$ cat config.mk
export PLATFORM = sky130hd
export DESIGN_NAME = ramen_top
export DESIGN_NICKNAME = d
export VERILOG_FILES = /design/src/rtl/ramen_pkg.sv /design/src/rtl/ramen_top.sv /design/src/rtl/sales_ledger.sv /design/src/rtl/ingredient_stock.sv /design/src/rtl/order_ctrl.sv
export SDC_FILE = /design/constraint.sdc
export NUM_CORES = 1
export LEC_CHECK = 0
export BUFFER_PORTS_ARGS = -buffer_cell sky130_fd_sc_hd__buf_2
export CAP_MARGIN = 20
export CELL_PAD_IN_SITES_DETAIL_PLACEMENT = 0
export CELL_PAD_IN_SITES_GLOBAL_PLACEMENT = 1
export CORE_MARGIN = 3
export CORE_UTILIZATION = 52
export DETAILED_ROUTE_END_ITERATION = 8
export PLACE_DENSITY_LB_ADDON = 0.1
export SYNTH_ARGS = -nofsm -noshare
export SYNTH_HDL_FRONTEND = slang
export SYNTH_SLANG_ARGS = --single-unit
$ cat constraint.sdc
create_clock -name clk -period 8 [get_ports clk]
set_clock_uncertainty 0.05 [all_clocks]
set_input_delay 1.2 -clock clk [delete_from_list [all_inputs] [get_ports clk]]
set_output_delay 1.2 -clock clk [all_outputs]
set_load 0.02 [all_outputs]
$ cat src/rtl/ramen_pkg.sv
`default_nettype none

package ramen_pkg;

    typedef enum logic [1:0] {
        tonkotsu     = 2'd0,
        tonkotsu_soy = 2'd1,
        miso         = 2'd2,
        miso_soy     = 2'd3
    } ramen_type_t;

    // portion 1 means large
    typedef struct packed {
        ramen_type_t bowl;
        logic        portion;
    } order_t;

    typedef logic [13:0] noodle_t;
    typedef logic [15:0] broth_t;
    typedef logic [13:0] soup_t;
    typedef logic [9:0]  miso_t;
    typedef logic [10:0] soy_t;

    typedef struct packed {
        noodle_t noodle;
        broth_t  broth;
        soup_t   soup;
        miso_t   miso;
        soy_t    soy;
    } stock_t;

    typedef logic [6:0]  count_t;
    typedef logic [14:0] gain_t;

    // tonkotsu lands in the top 7 bits
    typedef struct packed {
        count_t tonkotsu;
        count_t tonkotsu_soy;
        count_t miso;
        count_t miso_soy;
    } sold_num_t;

    localparam stock_t default_stock = '{
        noodle: 14'd12000,
        broth:  16'd41000,
        soup:   14'd9000,
        miso:   10'd1000,
        soy:    11'd1500
    };

    localparam gain_t price_plain = 15'd200;
    localparam gain_t price_soy   = 15'd250;

    // amounts one bowl consumes
    function automatic stock_t recipe_of(order_t o);
        stock_t r;
        r = '0;
        r.noodle = o.portion ? 14'd150 : 14'd100;
        case (o.bowl)
            tonkotsu: begin
                r.broth = o.portion ? 16'd500 : 16'd300;
                r.soup  = o.portion ? 14'd200 : 14'd150;
            end
            tonkotsu_soy: begin
                r.broth = o.portion ? 16'd500 : 16'd300;
                r.soup  = o.portion ? 14'd150 : 14'd100;
                r.soy   = o.portion ? 11'd50 : 11'd30;
            end
            miso: begin
                r.broth = o.portion ? 16'd650 : 16'd400;
                r.miso  = o.portion ? 10'd50 : 10'd30;
            end
            default: begin
                r.broth = o.portion ? 16'd500 : 16'd300;
                r.soup  = o.portion ? 14'd100 : 14'd70;
                r.soy   = o.portion ? 11'd25 : 11'd15;
                r.miso  = o.portion ? 10'd25 : 10'd15;
            end
        endcase
        return r;
    endfunction

endpackage

`default_nettype wire
$ cat src/rtl/ramen_top.sv
`default_nettype none

module ramen_top #(
    parameter ramen_pkg::stock_t INIT_STOCK = ramen_pkg::default_stock
) (
    input  logic                   clk,
    input  logic                   rst_n,
    input  logic                   in_valid,
    input  logic                   selling,
    input  logic                   portion,
    input  ramen_pkg::ramen_type_t ramen_type,
    output logic                   out_valid_order,
    output logic                   success,
    output logic                   out_valid_tot,
    output ramen_pkg::sold_num_t   sold_num,
    output ramen_pkg::gain_t       total_gain
);

    ramen_pkg::order_t order;
    logic              enough;
    logic              sell;
    logic              restock;
    logic              report;

    order_ctrl u_ctrl (
        .clk             (clk),
        .rst_n           (rst_n),
        .in_valid        (in_valid),
        .selling         (selling),
        .portion         (portion),
        .ramen_type      (ramen_type),
        .enough          (enough),
        .order           (order),
        .sell            (sell),
        .restock         (restock),
        .report          (report),
        .out_valid_order (out_valid_order),
        .success         (success)
    );

    ingredient_stock #(
        .INIT_STOCK (INIT_STOCK)
    ) u_stock (
        .clk     (clk),
        .rst_n   (rst_n),
        .order   (order),
        .sell    (sell),
        .restock (restock),
        .enough  (enough)
    );

    sales_ledger u_ledger (
        .clk           (clk),
        .rst_n         (rst_n),
        .order         (order),
        .sell          (sell),
        .restock       (restock),
        .report        (report),
        .out_valid_tot (out_valid_tot),
        .sold_num      (sold_num),
        .total_gain    (total_gain)
    );

endmodule

`default_nettype wire

$ cat src/rtl/sales_ledger.sv
`default_nettype none

module sales_ledger (
    input  logic                 clk,
    input  logic                 rst_n,
    input  ramen_pkg::order_t    order,
    input  logic                 sell,
    input  logic                 restock,
    input  logic                 report,
    output logic                 out_valid_tot,
    output ramen_pkg::sold_num_t sold_num,
    output ramen_pkg::gain_t     total_gain
);

    ramen_pkg::sold_num_t counts;
    ramen_pkg::gain_t     takings;
    ramen_pkg::gain_t     price;

    // soy variants cost more
    always_comb begin
        case (order.bowl)
            ramen_pkg::tonkotsu_soy,
            ramen_pkg::miso_soy: price = ramen_pkg::price_soy;
            default:             price = ramen_pkg::price_plain;
        endcase
    end

    always_ff @(posedge clk or negedge rst_n) begin
        if (!rst_n) begin
            counts  <= '0;
            takings <= '0;
        end else if (restock) begin
            counts  <= '0;
            takings <= '0;
        end else if (sell) begin
            takings <= takings + price;
            case (order.bowl)
                ramen_pkg::tonkotsu:     counts.tonkotsu <= counts.tonkotsu + 7'd1;
                ramen_pkg::tonkotsu_soy: counts.tonkotsu_soy <= counts.tonkotsu_soy + 7'd1;
                ramen_pkg::miso:         counts.miso <= counts.miso + 7'd1;
                default:                 counts.miso_soy <= counts.miso_soy + 7'd1;
            endcase
        end
    end

    // report stays zero outside its one cycle
    always_ff @(posedge clk or negedge rst_n) begin
        if (!rst_n) begin
            out_valid_tot <= 1'b0;
            sold_num      <= '0;
            total_gain    <= '0;
        end else begin
            out_valid_tot <= report;
            sold_num      <= report ? counts : '0;
            total_gain    <= report ? takings : '0;
        end
    end

endmodule

`default_nettype wire

$ cat src/rtl/ingredient_stock.sv
`default_nettype none

module ingredient_stock #(
    parameter ramen_pkg::stock_t INIT_STOCK = ramen_pkg::default_stock
) (
    input  logic              clk,
    input  logic              rst_n,
    input  ramen_pkg::order_t order,
    input  logic              sell,
    input  logic              restock,
    output logic              enough
);

    ramen_pkg::stock_t stock;
    ramen_pkg::stock_t need;

    assign need = ramen_pkg::recipe_of(order);

    // every field has to cover the bowl
    assign enough = (stock.noodle >= need.noodle) &&
                    (stock.broth  >= need.broth)  &&
                    (stock.soup   >= need.soup)   &&
                    (stock.miso   >= need.miso)   &&
                    (stock.soy    >= need.soy);

    always_ff @(posedge clk or negedge rst_n) begin
        if (!rst_n) begin
            stock <= INIT_STOCK;
        end else if (restock) begin
            stock <= INIT_STOCK;
        end else if (sell) begin
            // sell only comes after enough was seen, so no underflow
            stock.noodle <= stock.noodle - need.noodle;
            stock.broth  <= stock.broth - need.broth;
            stock.soup   <= stock.soup - need.soup;
            stock.miso   <= stock.miso - need.miso;
            stock.soy    <= stock.soy - need.soy;
        end
    end

endmodule

`default_nettype wire

$ cat src/rtl/order_ctrl.sv
`default_nettype none

module order_ctrl (
    input  logic                   clk,
    input  logic                   rst_n,
    input  logic                   in_valid,
    input  logic                   selling,
    input  logic                   portion,
    input  ramen_pkg::ramen_type_t ramen_type,
    input  logic                   enough,
    output ramen_pkg::order_t      order,
    output logic                   sell,
    output logic                   restock,
    output logic                   report,
    output logic                   out_valid_order,
    output logic                   success
);

    typedef enum logic [2:0] {
        idle,
        take_portion,
        check,
        commit,
        wait_next,
        total
    } state_t;

    state_t state;
    state_t state_nxt;
    logic   verdict;

    always_ff @(posedge clk or negedge rst_n) begin
        if (!rst_n) begin
            state <= idle;
        end else begin
            state <= state_nxt;
        end
    end

    always_comb begin
        state_nxt = state;
        case (state)
            idle:         state_nxt = in_valid ? take_portion : idle;
            take_portion: state_nxt = check;
            check:        state_nxt = commit;
            commit:       state_nxt = selling ? wait_next : total;
            wait_next: begin
                // a new order wins over the end of the session
                if (in_valid) begin
                    state_nxt = take_portion;
                end else if (!selling) begin
                    state_nxt = total;
                end
            end
            total:        state_nxt = idle;
            default:      state_nxt = idle;
        endcase
    end

    // type on the first in_valid cycle, portion on the second
    always_ff @(posedge clk) begin
        if ((state == idle || state == wait_next) && in_valid) begin
            order.bowl <= ramen_type;
        end
        if (state == take_portion) begin
            order.portion <= portion;
        end
    end

    always_ff @(posedge clk or negedge rst_n) begin
        if (!rst_n) begin
            verdict <= 1'b0;
        end else if (state == check) begin
            verdict <= enough;
        end
    end

    assign sell    = (state == commit) && verdict;
    assign restock = (state == idle);
    assign report  = (state == total);

    always_ff @(posedge clk or negedge rst_n) begin
        if (!rst_n) begin
            out_valid_order <= 1'b0;
            success         <= 1'b0;
        end else begin
            out_valid_order <= (state == commit);
            success         <= sell;
        end
    end

endmodule

`default_nettype wire

[Yosys cells after proc, flatten, opt, wreduce, memory -nomap -nowiden]
Cells that the tools add are included.
Operators by class
  muxes and demuxes: 31
  reductions and logical operators: 21
  magnitude comparators: 5
  $add $sub $neg: 10
  eq/ne operators: 10
Operators by type and width (number)
  65-bit 2-to-1 mux: 2
  28-bit 2-to-1 mux: 3
  15-bit 2-to-1 mux: 3
  14-bit one-hot mux with 3 select lines: 1
  7-bit 2-to-1 mux: 5
  7-bit by 1-bit adder with 7-bit output, second input constant: 4
  14-bit >= comparator: 2
  14-bit subtractor: 2
  6-bit 2-to-1 mux: 4
  11-bit one-hot mux with 2 select lines: 1
  10-bit one-hot mux with 2 select lines: 1
  16-bit >= comparator: 1
  16-bit 2-to-1 mux: 1
  8-bit 2-to-1 mux: 2
  16-bit subtractor: 1
  15-bit adder: 1
  3-bit one-hot mux with 5 select lines: 1
  11-bit >= comparator: 1
  11-bit subtractor: 1
  10-bit >= comparator: 1
  10-bit 2-to-1 mux: 1
  5-bit 2-to-1 mux: 2
  10-bit subtractor: 1
  2-bit AND reduction: 4
  other kinds (16): 31
Storage, ports and cells
  word-level logic and storage cells: 99
  register bits: 161

[Logic depth before layout (Yosys ltp)]
  depth after elaboration: 7
  depth in mapped cells: 15
  gate-level depth less buffers: 12

[Hierarchy]
Synthesis repeated with hierarchy kept, for this count alone.
Second synthesis, totals
  cells, all modules: 841
  area, all modules: 8459.4 um2
Modules (own cells, without submodules)
  ingredient_stock: area an instance 4470.5 um2, instances 1, cells an instance 507, seq. area each 1587.8 um2
  sales_ledger: area an instance 3592.2 um2, instances 1, cells an instance 305, seq. area each 2127.0 um2
  order_ctrl: area an instance 396.6 um2, instances 1, cells an instance 29, seq. area each 240.2 um2

[Worst setup path before layout]
OpenSTA, ideal clock, no wires.
  path kind: register -> register
  start: register, netlist name u_ctrl.order[2]
  end: register u_ctrl.verdict
  stages on the path, launching flop included: 13
  clock period less this slack: 2.841 ns
  path buffers: 2
  required time: 7.828 ns
  setup slack: 5.159 ns
  arrival: 2.669 ns
  cell sequence: edfxtp_1 -> buf_6 -> nor2b_1 -> buf_2 -> inv_1 -> ha_1 -> ha_1 -> and3b_1 -> a311oi_2 -> nor3_1 -> o221ai_1 -> nand4_1 -> a32o_1
On the way
  cells in the longest elaborated chain, start to end: 7
  elaborated cells on any way between the ends: 17
RTL lines
  2-bit == test: line ramen_pkg.sv:59  | case (o.bowl)
  16-bit 2-to-1 mux
  16-bit >= comparator: line ingredient_stock.sv:21  | (stock.broth >= need.broth) &&
  1-bit logical AND: line ingredient_stock.sv:20  | assign enough = (stock.noodle >= need.noodle) &&
  1-bit logical AND: line ingredient_stock.sv:21
  1-bit logical AND: line ingredient_stock.sv:22  | (stock.soup >= need.soup) &&
  1-bit logical AND (*): line ingredient_stock.sv:23  | (stock.miso >= need.miso) &&
  end signal: assignment: line order_ctrl.sv:74  | verdict <= enough;
  end: declaration: line order_ctrl.sv:30  | logic verdict;
Every way passes the cells marked *; elsewhere a longest branch is shown, timed or not.
A chain may end at the register's enable or synchronous reset.

[Worst setup path after layout]
  start: register, netlist name u_ctrl.order[1]
  end: register u_ctrl.verdict
On the way
  cells in the longest elaborated chain, start to end: 7
  elaborated cells on any way between the ends: 17
RTL lines (line)
  2-bit == test: ramen_pkg.sv:59
  16-bit 2-to-1 mux
  16-bit >= comparator: ingredient_stock.sv:21
  1-bit logical AND: ingredient_stock.sv:20
  1-bit logical AND: ingredient_stock.sv:21
  1-bit logical AND: ingredient_stock.sv:22
  1-bit logical AND (*): ingredient_stock.sv:23
Marked as above.

==> flow_summary_export.csv <==
group,metric,value,unit
global_route,antenna_found_initial,0,
finish,antenna_cells,0,
pwr,cellLeakagePower,4.13,nW
setup_path,endpoint_kind,"flip-flop",
logic_synthesis,synth_area,0.00804,mm^2
global_route,first_global_vias,5888,
route,drtIter0Drc,333,
floorplan,rows,44,
global_route,grt_max_degree,85,
setup_path,cp-start-kind,"flip-flop",
clocking,cts-resized-gates,0,
clocking,htreeDepth,4,
route,vias,5899,
global_route,busiest_layer,"met2",
route,drc,0,
timing,finalCritPeriodShare,0.439,
logic_synthesis,synthTopCellsByArea,"dfrtp_1 39%, dfstp_2 9.5%, ha_1 6.7%",
logic_synthesis,yosysMostFrequentCell,"dfrtp_1",
timing,finalSetupTns,0,ps
timing,slew_headroom,0.378,
timing,timing.fmax,285,MHz
clocking,cts_hold_buf,0,
route,via_per_inst,5.61,
timing,slew_viol_final,0,
global_route,overflow,0,
clocking,cts_setup_buffers,0,
logic_synthesis,seq_area_frac_synth,0.492,
setup_path,rrSetupSlack,4490,ps
route,wl_per_cell,15.6,um
clocking,clk_pin_slew,60,ps
logic_synthesis,yosysTopAreaCellShare,0.386,
global_route,use_met2,0.346,
finish,drive_above_1_share,0.148,
placed_design,io_buffers,51,
timing,fin_crit,3510,ps
placed_design,dp_hpwl,10900,um
clocking,clockBufferDepth,2,
pwr,powerDensity,324,mW/mm^2
timing,holdWs,437,ps
logic_synthesis,avgSynthCellArea,9.87,um^2
logic_synthesis,synth_commonest_cells,"124 x dfrtp_1, 69 x nand2_1, 62 x o21ai_0, 55 x nand3_1, 52 x nor2_1",
setup_path,worst-path-max-fanout,17,
clocking,clockRootBuffer,"clkbuf_16",
finish,nets,907,
timing,hold_viol,0,
floorplan,die_h,130,um
worst_hold_path,hold_class,"flip-flop to flip-flop",
global_route,use_met1,0.274,
run,maxCapViolCount,0,
floorplan,core-area,0.0148,mm^2
finish,area_growth,11.7,%
global_route,use_met3,0.0413,
pwr,ir_drop,301,uV
outcome,status,"completed",
setup_path,crit_type,"flip-flop to flip-flop",
logic_synthesis,synthCells,815,
route,antenna_left,0,
floorplan,num_io_pins,53,
route,wl,16400,um
clocking,clk_latency,430,ps
clocking,cts_buffers,17,
logic_synthesis,synth_edf_count,3,
global_route,grtUsageTotal,0.208,
setup_path,critical_path_arrival,3780,ps
logic_synthesis,synth_top_area_cell,"dfrtp_1",
timing,setup_viol,0,
placed_design,place.gp.congestion,0.859,
route,drtPass1Iterations,5,
floorplan,die_w,130,um
floorplan,start_util,0.543,
logic_synthesis,yosysWarningCount,0,
timing,rsz0062_at_grt,"false",
logic_synthesis,synth_cell_type_count,59,
floorplan,die-area,0.0170,mm^2
timing,worstMarginPinSlew,929,ps
setup_path,required,8270,ps
logic_synthesis,async_flop_share,0.981,
clocking,cts_tree,"yes",
clocking,cts.sinks,156,
logic_synthesis,ys_ff_latch,156,
logic_synthesis,syn_nets,868,
global_route,grt_first_pass_wirelength,28100,um
logic_synthesis,synthFlopType,"dfrtp_1",
==> final timing paths <==
check	depth (start not counted)	to	start
worst max register to register	11	u_ctrl.verdict	u_ctrl.order[1]
worst max-delay path	11	u_ctrl.verdict	u_ctrl.order[1]
max in group asynchronous	2	u_ledger.counts[23]	rst_n
worst min register to register	1	u_stock.stock[49]	u_stock.stock[49]
min in group asynchronous	1	u_ledger.total_gain[10]	rst_n
worst min-delay path	1	u_stock.stock[49]	u_stock.stock[49]
==> power by group <==
group,switching [W],internal (W)
Combinational,0.000679,0.000404
Clock,0.000326,0.000440
Sequential,0.000125,0.000936
==> sequential cells by signal, summed over array words and instances, names as in the netlist <==
| register | count |
|---|---|
| u_ctrl.out_valid_order | 1 |
| u_ctrl.order | 3 |
| u_ctrl.state | 3 |
| u_ledger.takings | 14 |
| u_ctrl.verdict | 1 |
| u_ledger.total_gain | 14 |
| u_ctrl.success | 1 |
| u_stock.stock | 62 |
| u_ledger.out_valid_tot | 1 |
| u_ledger.sold_num | 28 |
| u_ledger.counts | 28 |
==> cells in the final DEF (no fill, tap or decap), types with 16 or more instances in the layout <==
master / Yosys / routed
nand2_1: 69 / 69
inv_1: 26 / 26
or3_1: 17 / 16
nor3_1: 33 / 32
dfrtp_1: 124 / 124
xnor2_1: 27 / 27
nand3_1: 55 / 55
o21ai_0: 62 / 62
and2_1: 47 / 47
clkbuf_16: 0 / 17
ha_1: 43 / 43
nor2_1: 52 / 52
buf_2: 6 / 50
xor2_1: 29 / 29
a21oi_1: 34 / 34
dfstp_2: 29 / 29
==> metrics by stage <==
step	setup slack [ps]	utilization	instances	cell area [um^2]	total power, W
detailed placement	4470	0.569	1019	8420	0.00214
floorplan	5160	-	815	8040	0.00188
global placement	4580	0.569	1019	8420	0.00212
CTS	4490	0.606	1051	8980	0.00293
finish	4490	0.606	1051	8980	0.00291
global route	4300	0.606	1051	8980	0.00312
==> critical path: stages (launching register included) <==
cell and delay (ps):
edfxtp_1 650, nor2b_1 190, buf_4 220, inv_1 130
ha_1 300, ha_1 390, and3b_1 210, a311oi_2 310
nor3_1 120, o221ai_1 360, nand4_1 180, a32o_1 260
==> routing by layer <==
metal | up-vias | part of all wire
li1 | 2910 | -
met1 | 2863 | 0.47
met2 | 108 | 0.48
met3 | 18 | 0.034
met4 | 0 | 0.015
met5 | - | 0
==> logic make-up after synthesis <==
logic type | count (synthesis) | share of synthesized area
DFF | 156 | 0.492
AOI/OAI and AO/OA | 150 | 0.112
muxes | 8 | 0.00996
and+or+nand+nor | 332 | 0.214
xor gates and xnor gates | 56 | 0.0610
adders and majority gates | 47 | 0.0756
other | 1 | 0.000466
buffers and inverters | 65 | 0.0345
==> cell type report <==
class                      instances  area, um^2
clock buffer                      21         450
multi-input combinational        594        3820
inverter                          27         101
sequential                       156        3960
clock inverter                    11         110
fill                            1246        5830
timing repair buffer              58         314
tap                              184         230
No activity file was read; power rests on OpenSTA's default activity.
